### config.mk
export PLATFORM = sky130hd
export DESIGN_NAME = dma_write_top
export DESIGN_NICKNAME = d
export VERILOG_FILES = /design/src/verilog/dma_pkg.sv /design/src/verilog/dma_write_top.sv /design/src/verilog/write_dest_fsm.sv /design/src/verilog/dma_sync_fifo.sv
export SDC_FILE = /design/constraint.sdc
export NUM_CORES = 2
export LEC_CHECK = 0
export BUFFER_PORTS_ARGS = -buffer_cell sky130_fd_sc_hd__buf_2
export CAP_MARGIN = 20
export CORE_ASPECT_RATIO = 0.6
export CORE_MARGIN = 2
export CORE_UTILIZATION = 35
export CTS_CLUSTER_DIAMETER = 30
export DETAILED_ROUTE_END_ITERATION = 12
export HOLD_SLACK_MARGIN = 0.12
export PLACE_DENSITY = 0.49
export SYNTH_ARGS = -nofsm -noshare
export SYNTH_HDL_FRONTEND = slang
export SYNTH_HIERARCHICAL = 1
export SYNTH_SLANG_ARGS = --single-unit
### constraint.sdc
create_clock -name clk -period 6.3 [get_ports clk]
set_input_delay 1.89 -clock clk [delete_from_list [all_inputs] [get_ports clk]]
set_output_delay 1.89 -clock clk [all_outputs]
set_load 0.05 [all_outputs]
### src/verilog/dma_pkg.sv
/* Shared widths, bus codes and state encodings for the DMA write engine.
   Modules pull these in with a wildcard import in their headers. */
`default_nettype none

package dma_pkg;

   localparam int DATA_W          = 64;
   localparam int ADDR_W          = 32;
   localparam int LENGTH_W        = 12;   // Descriptor length counts 64-bit beats.
   localparam int MAX_BURST_BEATS = 16;
   localparam int BURST_BYTES     = 128;  // One full burst of 8-byte beats.
   localparam int PERF_CNTR_W     = 16;
   localparam int DESC_DEPTH      = 4;
   localparam int DATA_DEPTH      = 32;
   localparam int DESC_W          = ADDR_W + LENGTH_W + 2;

   typedef logic [DATA_W-1:0]      t_data;
   typedef logic [ADDR_W-1:0]      t_addr;
   typedef logic [LENGTH_W-1:0]    t_length;
   typedef logic [7:0]             t_axi_len;   // Beats minus one.
   typedef logic [2:0]             t_axi_size;
   typedef logic [1:0]             t_burst;
   typedef logic [1:0]             t_resp;
   typedef logic [PERF_CNTR_W-1:0] t_perf_cnt;

   localparam t_burst BURST_FIXED = 2'd0;
   localparam t_burst BURST_INCR  = 2'd1;
   localparam t_burst BURST_WRAP  = 2'd2;

   localparam t_resp OKAY   = 2'd0;
   localparam t_resp EXOKAY = 2'd1;
   localparam t_resp SLVERR = 2'd2;
   localparam t_resp DECERR = 2'd3;

   typedef enum logic [1:0] {
      STAND_BY    = 2'd0,
      HOST_TO_DDR = 2'd1,
      DDR_TO_HOST = 2'd2,
      DDR_TO_DDR  = 2'd3
   } t_dma_mode;

   // One bit per state so status readers can decode without a table.
   typedef enum logic [5:0] {
      IDLE       = 6'b000001,
      ADDR_SETUP = 6'b000010,
      FIFO_EMPTY = 6'b000100,
      STREAM     = 6'b001000,
      WAIT_RSP   = 6'b010000,
      ERROR      = 6'b100000
   } t_wr_state;

endpackage

`default_nettype wire
### src/verilog/dma_write_top.sv
/* Destination-write subsystem: descriptor queue, payload queue and the burst
   write engine behind one set of memory-side ports. */
`timescale 1ns/1ns
`default_nettype none

module dma_write_top
   import dma_pkg::*;
(
   input  logic      clk,
   input  logic      reset_n,
   input  logic      desc_push,
   input  t_addr     desc_addr,
   input  t_length   desc_length,
   input  t_dma_mode desc_mode,
   output logic      desc_full,
   input  logic      data_push,
   input  t_data     data_in,
   output logic      data_full,
   output logic      awvalid,
   input  logic      awready,
   output t_addr     awaddr,
   output t_axi_len  awlen,
   output t_axi_size awsize,
   output t_burst    awburst,
   output logic      wvalid,
   input  logic      wready,
   output t_data     wdata,
   output logic      wlast,
   input  logic      bvalid,
   input  t_resp     bresp,
   output logic      bready,
   input  logic      clear_error,
   output logic      done,
   output logic      busy,
   output logic      stopped_on_error,
   output t_wr_state wr_state,
   output t_perf_cnt clk_cnt,
   output t_perf_cnt beat_cnt
);

   logic [DESC_W-1:0] desc_word;
   logic [DESC_W-1:0] desc_head;
   logic              desc_not_empty;
   logic              desc_pop;
   t_data             data_head;
   logic              data_not_empty;
   logic              data_pop;

   assign desc_word = {desc_addr, desc_length, desc_mode};   // Address in the top bits.

   dma_sync_fifo #(
      .WIDTH (DESC_W),
      .DEPTH (DESC_DEPTH)
   ) u_desc_fifo (
      .clk       (clk),
      .reset_n   (reset_n),
      .push      (desc_push),
      .push_data (desc_word),
      .pop       (desc_pop),
      .head      (desc_head),
      .not_empty (desc_not_empty),
      .full      (desc_full)
   );

   dma_sync_fifo #(
      .WIDTH (DATA_W),
      .DEPTH (DATA_DEPTH)
   ) u_data_fifo (
      .clk       (clk),
      .reset_n   (reset_n),
      .push      (data_push),
      .push_data (data_in),
      .pop       (data_pop),
      .head      (data_head),
      .not_empty (data_not_empty),
      .full      (data_full)
   );

   write_dest_fsm u_wr_fsm (
      .clk              (clk),
      .reset_n          (reset_n),
      .desc_not_empty   (desc_not_empty),
      .desc_head        (desc_head),
      .desc_pop         (desc_pop),
      .data_not_empty   (data_not_empty),
      .data_head        (data_head),
      .data_pop         (data_pop),
      .awvalid          (awvalid),
      .awready          (awready),
      .awaddr           (awaddr),
      .awlen            (awlen),
      .awsize           (awsize),
      .awburst          (awburst),
      .wvalid           (wvalid),
      .wready           (wready),
      .wdata            (wdata),
      .wlast            (wlast),
      .bvalid           (bvalid),
      .bresp            (bresp),
      .bready           (bready),
      .clear_error      (clear_error),
      .done             (done),
      .busy             (busy),
      .stopped_on_error (stopped_on_error),
      .wr_state         (wr_state),
      .clk_cnt          (clk_cnt),
      .beat_cnt         (beat_cnt)
   );

endmodule

`default_nettype wire

### src/verilog/write_dest_fsm.sv
/* Write engine: takes one descriptor at a time, cuts it into bursts of up to
   16 beats and drives the address, data and response channels. */
`timescale 1ns/1ns
`default_nettype none

module write_dest_fsm
   import dma_pkg::*;
(
   input  logic              clk,
   input  logic              reset_n,
   input  logic              desc_not_empty,
   input  logic [DESC_W-1:0] desc_head,
   output logic              desc_pop,
   input  logic              data_not_empty,
   input  t_data             data_head,
   output logic              data_pop,
   output logic              awvalid,
   input  logic              awready,
   output t_addr             awaddr,
   output t_axi_len          awlen,
   output t_axi_size         awsize,
   output t_burst            awburst,
   output logic              wvalid,
   input  logic              wready,
   output t_data             wdata,
   output logic              wlast,
   input  logic              bvalid,
   input  t_resp             bresp,
   output logic              bready,
   input  logic              clear_error,
   output logic              done,
   output logic              busy,
   output logic              stopped_on_error,
   output t_wr_state         wr_state,
   output t_perf_cnt         clk_cnt,
   output t_perf_cnt         beat_cnt
);

   t_addr     desc_addr;
   t_length   desc_length;
   t_dma_mode desc_mode;
   t_length   length_m1;
   t_wr_state state;
   t_wr_state next;
   t_length   rem_beats;      // Beats not yet given to any burst.
   t_length   burst_src;
   t_length   burst_beats;
   logic [$clog2(MAX_BURST_BEATS):0]          beat_left;
   logic [LENGTH_W-$clog2(MAX_BURST_BEATS):0] rsp_owed;
   logic      desc_valid;
   logic      load_burst;
   logic      beat_xfer;
   logic      last_xfer;
   logic      rsp_ok;
   logic      rsp_err;

   assign desc_addr   = desc_head[DESC_W-1 -: ADDR_W];
   assign desc_length = desc_head[2 +: LENGTH_W];
   assign desc_mode   = t_dma_mode'(desc_head[1:0]);
   assign desc_valid  = (desc_mode != STAND_BY) && (desc_length != '0);
   assign length_m1   = desc_length - 1'b1;

   assign desc_pop  = (state == IDLE) && desc_not_empty;
   assign awvalid   = (state == ADDR_SETUP);
   assign awsize    = t_axi_size'($clog2(DATA_W / 8));
   assign wvalid    = (state == STREAM) && data_not_empty;
   assign wdata     = data_head;
   assign wlast     = wvalid && (beat_left == 1);
   assign data_pop  = wvalid && wready;   // Pop only when a beat transfers.
   assign beat_xfer = data_pop;
   assign last_xfer = beat_xfer && wlast;
   assign bready    = 1'b1;

   assign busy             = (state != IDLE) && (state != ERROR);
   assign stopped_on_error = (state == ERROR);
   assign wr_state         = state;

   assign rsp_ok  = bvalid && bready && busy && (bresp == OKAY);
   assign rsp_err = bvalid && bready && busy && (bresp != OKAY);
   assign done    = rsp_ok && (state == WAIT_RSP) && (rsp_owed == 1);

   // Next burst size comes from the descriptor on the first burst.
   assign burst_src   = (state == IDLE) ? desc_length : rem_beats;
   assign burst_beats = (burst_src > MAX_BURST_BEATS) ? t_length'(MAX_BURST_BEATS) : burst_src;
   assign load_burst  = (next == ADDR_SETUP) && (state != ADDR_SETUP);

   always_comb begin
      next = state;
      unique case (state)
         IDLE:       if (desc_pop && desc_valid) next = ADDR_SETUP;
         ADDR_SETUP: if (awready) next = FIFO_EMPTY;
         FIFO_EMPTY: if (data_not_empty) next = STREAM;
         STREAM: begin
            if (last_xfer) next = (rem_beats != '0) ? ADDR_SETUP : WAIT_RSP;
         end
         WAIT_RSP:   if (done) next = IDLE;
         ERROR:      if (clear_error) next = IDLE;
         default:    next = IDLE;
      endcase
      if (rsp_err) next = ERROR;   // Any bad response aborts the descriptor.
   end

   always_ff @(posedge clk) begin
      if (!reset_n) begin
         state <= IDLE;
      end else begin
         state <= next;
      end
   end

   always_ff @(posedge clk) begin
      if (!reset_n) begin
         rem_beats <= '0;
         beat_left <= '0;
         rsp_owed  <= '0;
      end else begin
         if (load_burst) begin
            rem_beats <= burst_src - burst_beats;
            beat_left <= burst_beats[$clog2(MAX_BURST_BEATS):0];
         end else if (beat_xfer) begin
            beat_left <= beat_left - 1'b1;
         end
         if (desc_pop) begin
            // One response per burst, so ceil(length / 16).
            rsp_owed <= {1'b0, length_m1[LENGTH_W-1:$clog2(MAX_BURST_BEATS)]} + 1'b1;
         end else if (rsp_ok) begin
            rsp_owed <= rsp_owed - 1'b1;
         end
      end
   end

   always_ff @(posedge clk) begin
      if (load_burst) begin
         awaddr <= (state == IDLE) ? desc_addr : awaddr + BURST_BYTES;
         awlen  <= t_axi_len'(burst_beats - 1'b1);
      end
      if (desc_pop) begin
         awburst <= (desc_mode == DDR_TO_HOST) ? BURST_WRAP : BURST_INCR;
      end
   end

   always_ff @(posedge clk) begin
      if (!reset_n) begin
         clk_cnt  <= '0;
         beat_cnt <= '0;
      end else if (desc_pop) begin
         clk_cnt  <= '0;
         beat_cnt <= '0;
      end else begin
         if ((state == FIFO_EMPTY) || (state == STREAM)) begin
            clk_cnt <= clk_cnt + 1'b1;
         end
         if (beat_xfer) begin
            beat_cnt <= beat_cnt + 1'b1;
         end
      end
   end

endmodule

`default_nettype wire

### src/verilog/dma_sync_fifo.sv
/* Single-clock first-word-fall-through FIFO, used for both the descriptor
   queue and the payload queue. */
`timescale 1ns/1ns
`default_nettype none

module dma_sync_fifo #(
   parameter int WIDTH = 8,
   parameter int DEPTH = 4
) (
   input  logic             clk,
   input  logic             reset_n,
   input  logic             push,
   input  logic [WIDTH-1:0] push_data,
   input  logic             pop,
   output logic [WIDTH-1:0] head,
   output logic             not_empty,
   output logic             full
);

   logic [WIDTH-1:0]           mem [DEPTH];
   logic [$clog2(DEPTH)-1:0]   wr_ptr;
   logic [$clog2(DEPTH)-1:0]   rd_ptr;
   logic [$clog2(DEPTH+1)-1:0] count;
   logic                       do_push;
   logic                       do_pop;

   assign do_push   = push && !full;       // A push into a full queue is dropped.
   assign do_pop    = pop && not_empty;
   assign not_empty = (count != '0);
   assign full      = (count == DEPTH[$clog2(DEPTH+1)-1:0]);
   assign head      = mem[rd_ptr];         // Head word is always visible.

   always_ff @(posedge clk) begin
      if (do_push) begin
         mem[wr_ptr] <= push_data;
      end
   end

   always_ff @(posedge clk) begin
      if (!reset_n) begin
         wr_ptr <= '0;
         rd_ptr <= '0;
         count  <= '0;
      end else begin
         if (do_push) begin
            wr_ptr <= (wr_ptr == DEPTH - 1) ? '0 : wr_ptr + 1'b1;
         end
         if (do_pop) begin
            rd_ptr <= (rd_ptr == DEPTH - 1) ? '0 : rd_ptr + 1'b1;
         end
         case ({do_push, do_pop})
            2'b10:   count <= count + 1'b1;
            2'b01:   count <= count - 1'b1;
            default: count <= count;
         endcase
      end
   end

endmodule

`default_nettype wire

==> flow_summary_export.csv <==
group,metric,value,unit
outcome,status,"complete, no violations",
clock_network,clk_latency,0.90,ns
yosys,synth_xor_area_share,0.758,%
detailed_routing,via_count,48586,
yosys,ys_warn_count,6,
detailed_routing,drc,0,
pwr,p_per_area,388,nW/um^2
floorplanning,rows,146,
grt,grt_usage,18.6,%
placement,io_buffers,271,
floorplanning,ios,276,
clock_network,tritoncts,"built",
yosys,syn_area,92400,sq um
grt,antenna_found_initial,32,
timing,tns,0,ns
floorplanning,fp.dieW,667,um
timing,finalSetupViolCount,0,
run,drv_cap,0,
detailed_routing,drt-initial-drc-count,4828,
timing,fin_crit,6.20,ns
yosys,synth-seq-area-share,75.9,%
floorplanning,initial_core_util,35.1,%
min_path,holdPathStages,2,
min_path,min_to,"u_wr_fsm/rem_beats[11]",
yosys,synth-main-ff-cell,"edfxtp_1",
clock_network,cts_sinks,2368,
clock_network,htree_num_levels,5,
finish,finalNetCount,5342,
yosys,synthAdderAreaFrac,0.374,%
detailed_routing,wl,253000,um
yosys,synth_edf_count,2274,
yosys,synth_compound_area_share,4.12,%
clock_network,cts.clk_slew.worst_paths,0.05,ns
yosys,synthSimpleGateAreaFrac,3.22,%
floorplanning,design.core.area,263000,sq um
timing,slew_violations,0,
placement,dp.cells,8345,
yosys,syn_avg_cell_area,19.7,sq um
placement,gp_congestion,0.763,
clock_network,clockBufferDepth,4,
setup_path,required,4.41,ns
grt,grt.overflow.total,0,
detailed_routing,drt-vias-per-instance,5.35,
setup_path,reg2reg_slack,1.84,ns
grt,grt_pass1_vias,48372,
grt,grt_pass1_wl,360000,um
pwr,totalPowerFinal,43500,uW
detailed_routing,avgRoutedWirePerCell,27.9,um
finish,final_cell_mix,"edfxtp_1 (2274), clkbuf_16 (405), mux4_2 (372)",
setup_path,endpoint_kind,"output pin",
yosys,synth.distinct_cells,94,
yosys,postSynth.asyncResetShare,0,%
floorplanning,die_area,268000,sq um
yosys,synthCells,4703,
clock_network,cts-root-buf,"clkbuf_16",
yosys,muxShareOfSynthArea,13.4,%
setup_path,start_kind,"register",
min_path,hold_path.class,"reg2reg",
floorplanning,die_h,402,um
finish,area_growth,21.1,%
yosys,ys_ff_latch,2368,
finish,fill_cells,22970,
finish,finalNonFillerCells,9086,
yosys,synth_top_family_by_area,"multiplexers",
timing,slew_headroom,22.2,%
grt,grt_max_degree,141,
finish,final_common_cell,"edfxtp_1",
setup_path,r2r-end,"u_wr_fsm/awaddr[29]",
detailed_routing,first_pass_iters,5,
timing,clock.fmax,161,MHz
setup_path,reg2reg_depth,8,
pwr,vdd_drop_max,282,uV
timing,worst-slew-pin-transition,1.17,ns
finish,drive_gt1_share,28.2,%
setup_path,path_max_fanout,140,
timing,rsz0062_at_grt,"false",
clock_network,cts_buffers,400,
timing,finalHoldViolations,0,
timing,fin_skew,0.0545,ns
setup_path,cp.arrival,4.31,ns
min_path,hp-start,"u_wr_fsm/rem_beats[11]",
placement,dp_hpwl,139000,um
timing,min_period_over_period,98.4,%
detailed_routing,ant_nets,0,
pwr,leakage,0.0350,uW
setup_path,path_class,"reg2out",
-- cell usage after synthesis, types with 18 or more instances --
library cell     n  area (sq um)
mux4_2         372          8380
nor2_1         111           417
nor4_1          31           194
edfxtp_1      2274         68300
nand4_1         43           269
o221ai_1        19           166
buf_4           90           676
o22ai_1         77           482
o21ai_0         50           250
xor2_1          36           315
buf_6           20           225
nor2b_1         18           113
and2_1          19           119
mux2_2          39           439
inv_1           33           124
and3_1          18           113
o211ai_1        19           143
dfxtp_1         94          1880
a22oi_1        223          1670
a31oi_1         23           144
mux2i_1        337          3370
nand3_1         94           470
nand2_1        119           447
a21oi_1         48           240
ha_1            26           325
buf_2          120           601
or3_1           26           163
xnor2_1         44           385
nor3_1          22           110
clkbuf_1        78           293
-- report_power, final --
group / internal (uW) / leakage (uW) / switching (uW)
combinational: 1000 / 0.00706 / 2310
clock: 14300 / 0.00663 / 7820
sequential: 17800 / 0.0213 / 267
-- layer usage --
| metal | global-route usage, % | wire length [um] |
|---|---|---|
| met5 | 0 | 13 |
| met4 | 4.73 | 5930 |
| met3 | 3.69 | 17400 |
| met2 | 26.6 | 109000 |
| met1 | 28.8 | 121000 |
-- final cells by class --
cell class | instances | area, sq um | share of cell area, %
Antenna cell | 7 | 17.5 | 0.0157
Tap cell | 3552 | 4440 | 3.97
Clock buffer | 449 | 10400 | 9.29
Clock inverter | 285 | 3320 | 2.97
Multi-Input combinational cell | 1974 | 20500 | 18.3
Sequential cell | 2368 | 70200 | 62.7
Inverter | 36 | 140 | 0.125
Timing Repair Buffer | 415 | 2890 | 2.58
-- flip-flops by register name, summed over array words and instances, names as in the netlist, 3 cells and up, named ones only --
register            cells
u_wr_fsm/beat_cnt      16
u_desc_fifo/mem       184
u_wr_fsm/beat_left      5
u_data_fifo/wr_ptr      5
u_desc_fifo/count       3
u_data_fifo/rd_ptr      5
u_wr_fsm/clk_cnt       16
u_data_fifo/mem      2048
u_wr_fsm/rem_beats     12
u_data_fifo/count       6
u_wr_fsm/awaddr        32
u_wr_fsm/awlen          8
u_wr_fsm/rsp_owed       9
u_wr_fsm/wr_state       6
-- worst max path at each step --
stage	end	slack, ns	cells after the start	startpoint
6_report	wdata[10]	0.10	6	register
5_1_grt	wdata[15]	0.03	6	register
4_1_cts	wdata[15]	0.09	6	register
3_5_place_dp	wdata[15]	1.07	6	register
3_3_place_gp	wdata[10]	1.06	6	register
2_1_floorplan	u_data_fifo/mem[31][0]	0.88	3	data_push
-- worst max-delay path: stages, from the launching register on --
cell and delay [ns]:
dfxtp_4 0.63, buf_4 0.46, buf_16 0.58, mux4_2 0.43, a22oi_1 0.39, nand4_1 0.30
buf_2 0.31
-- per-stage QoR --
step	instance area [sq um]	hold WS, ns	utilization (%)	setup slack, ns
floorplan	92400	0.454	-	0.882
global placement	98100	0.468	37.3	1.06
detailed placement	98200	0.469	37.3	1.07
CTS	112000	0.476	42.5	0.0944
global route	112000	0.512	42.5	0.0279
finish	112000	0.477	42.5	0.102
-- logic make-up (layout without fill, tap and decap cells) --
logic type,after synthesis,in the layout
AO/OA/AOI/OAI,536,536
XOR/XNOR,80,80
adder cells (fa/ha/maj),27,27
buffers and inverters,364,1185
flip-flops,2368,2368
multiplexers,754,754
other,2,12
AND/OR/NAND/NOR,572,572
-- timing repair --
action	in CTS	in global routing
setup endpoints to repair	0	2
hold buffers	0	0
gates resized for setup	0	1
setup buffers	0	0
(Power assumes the default switching activity.)
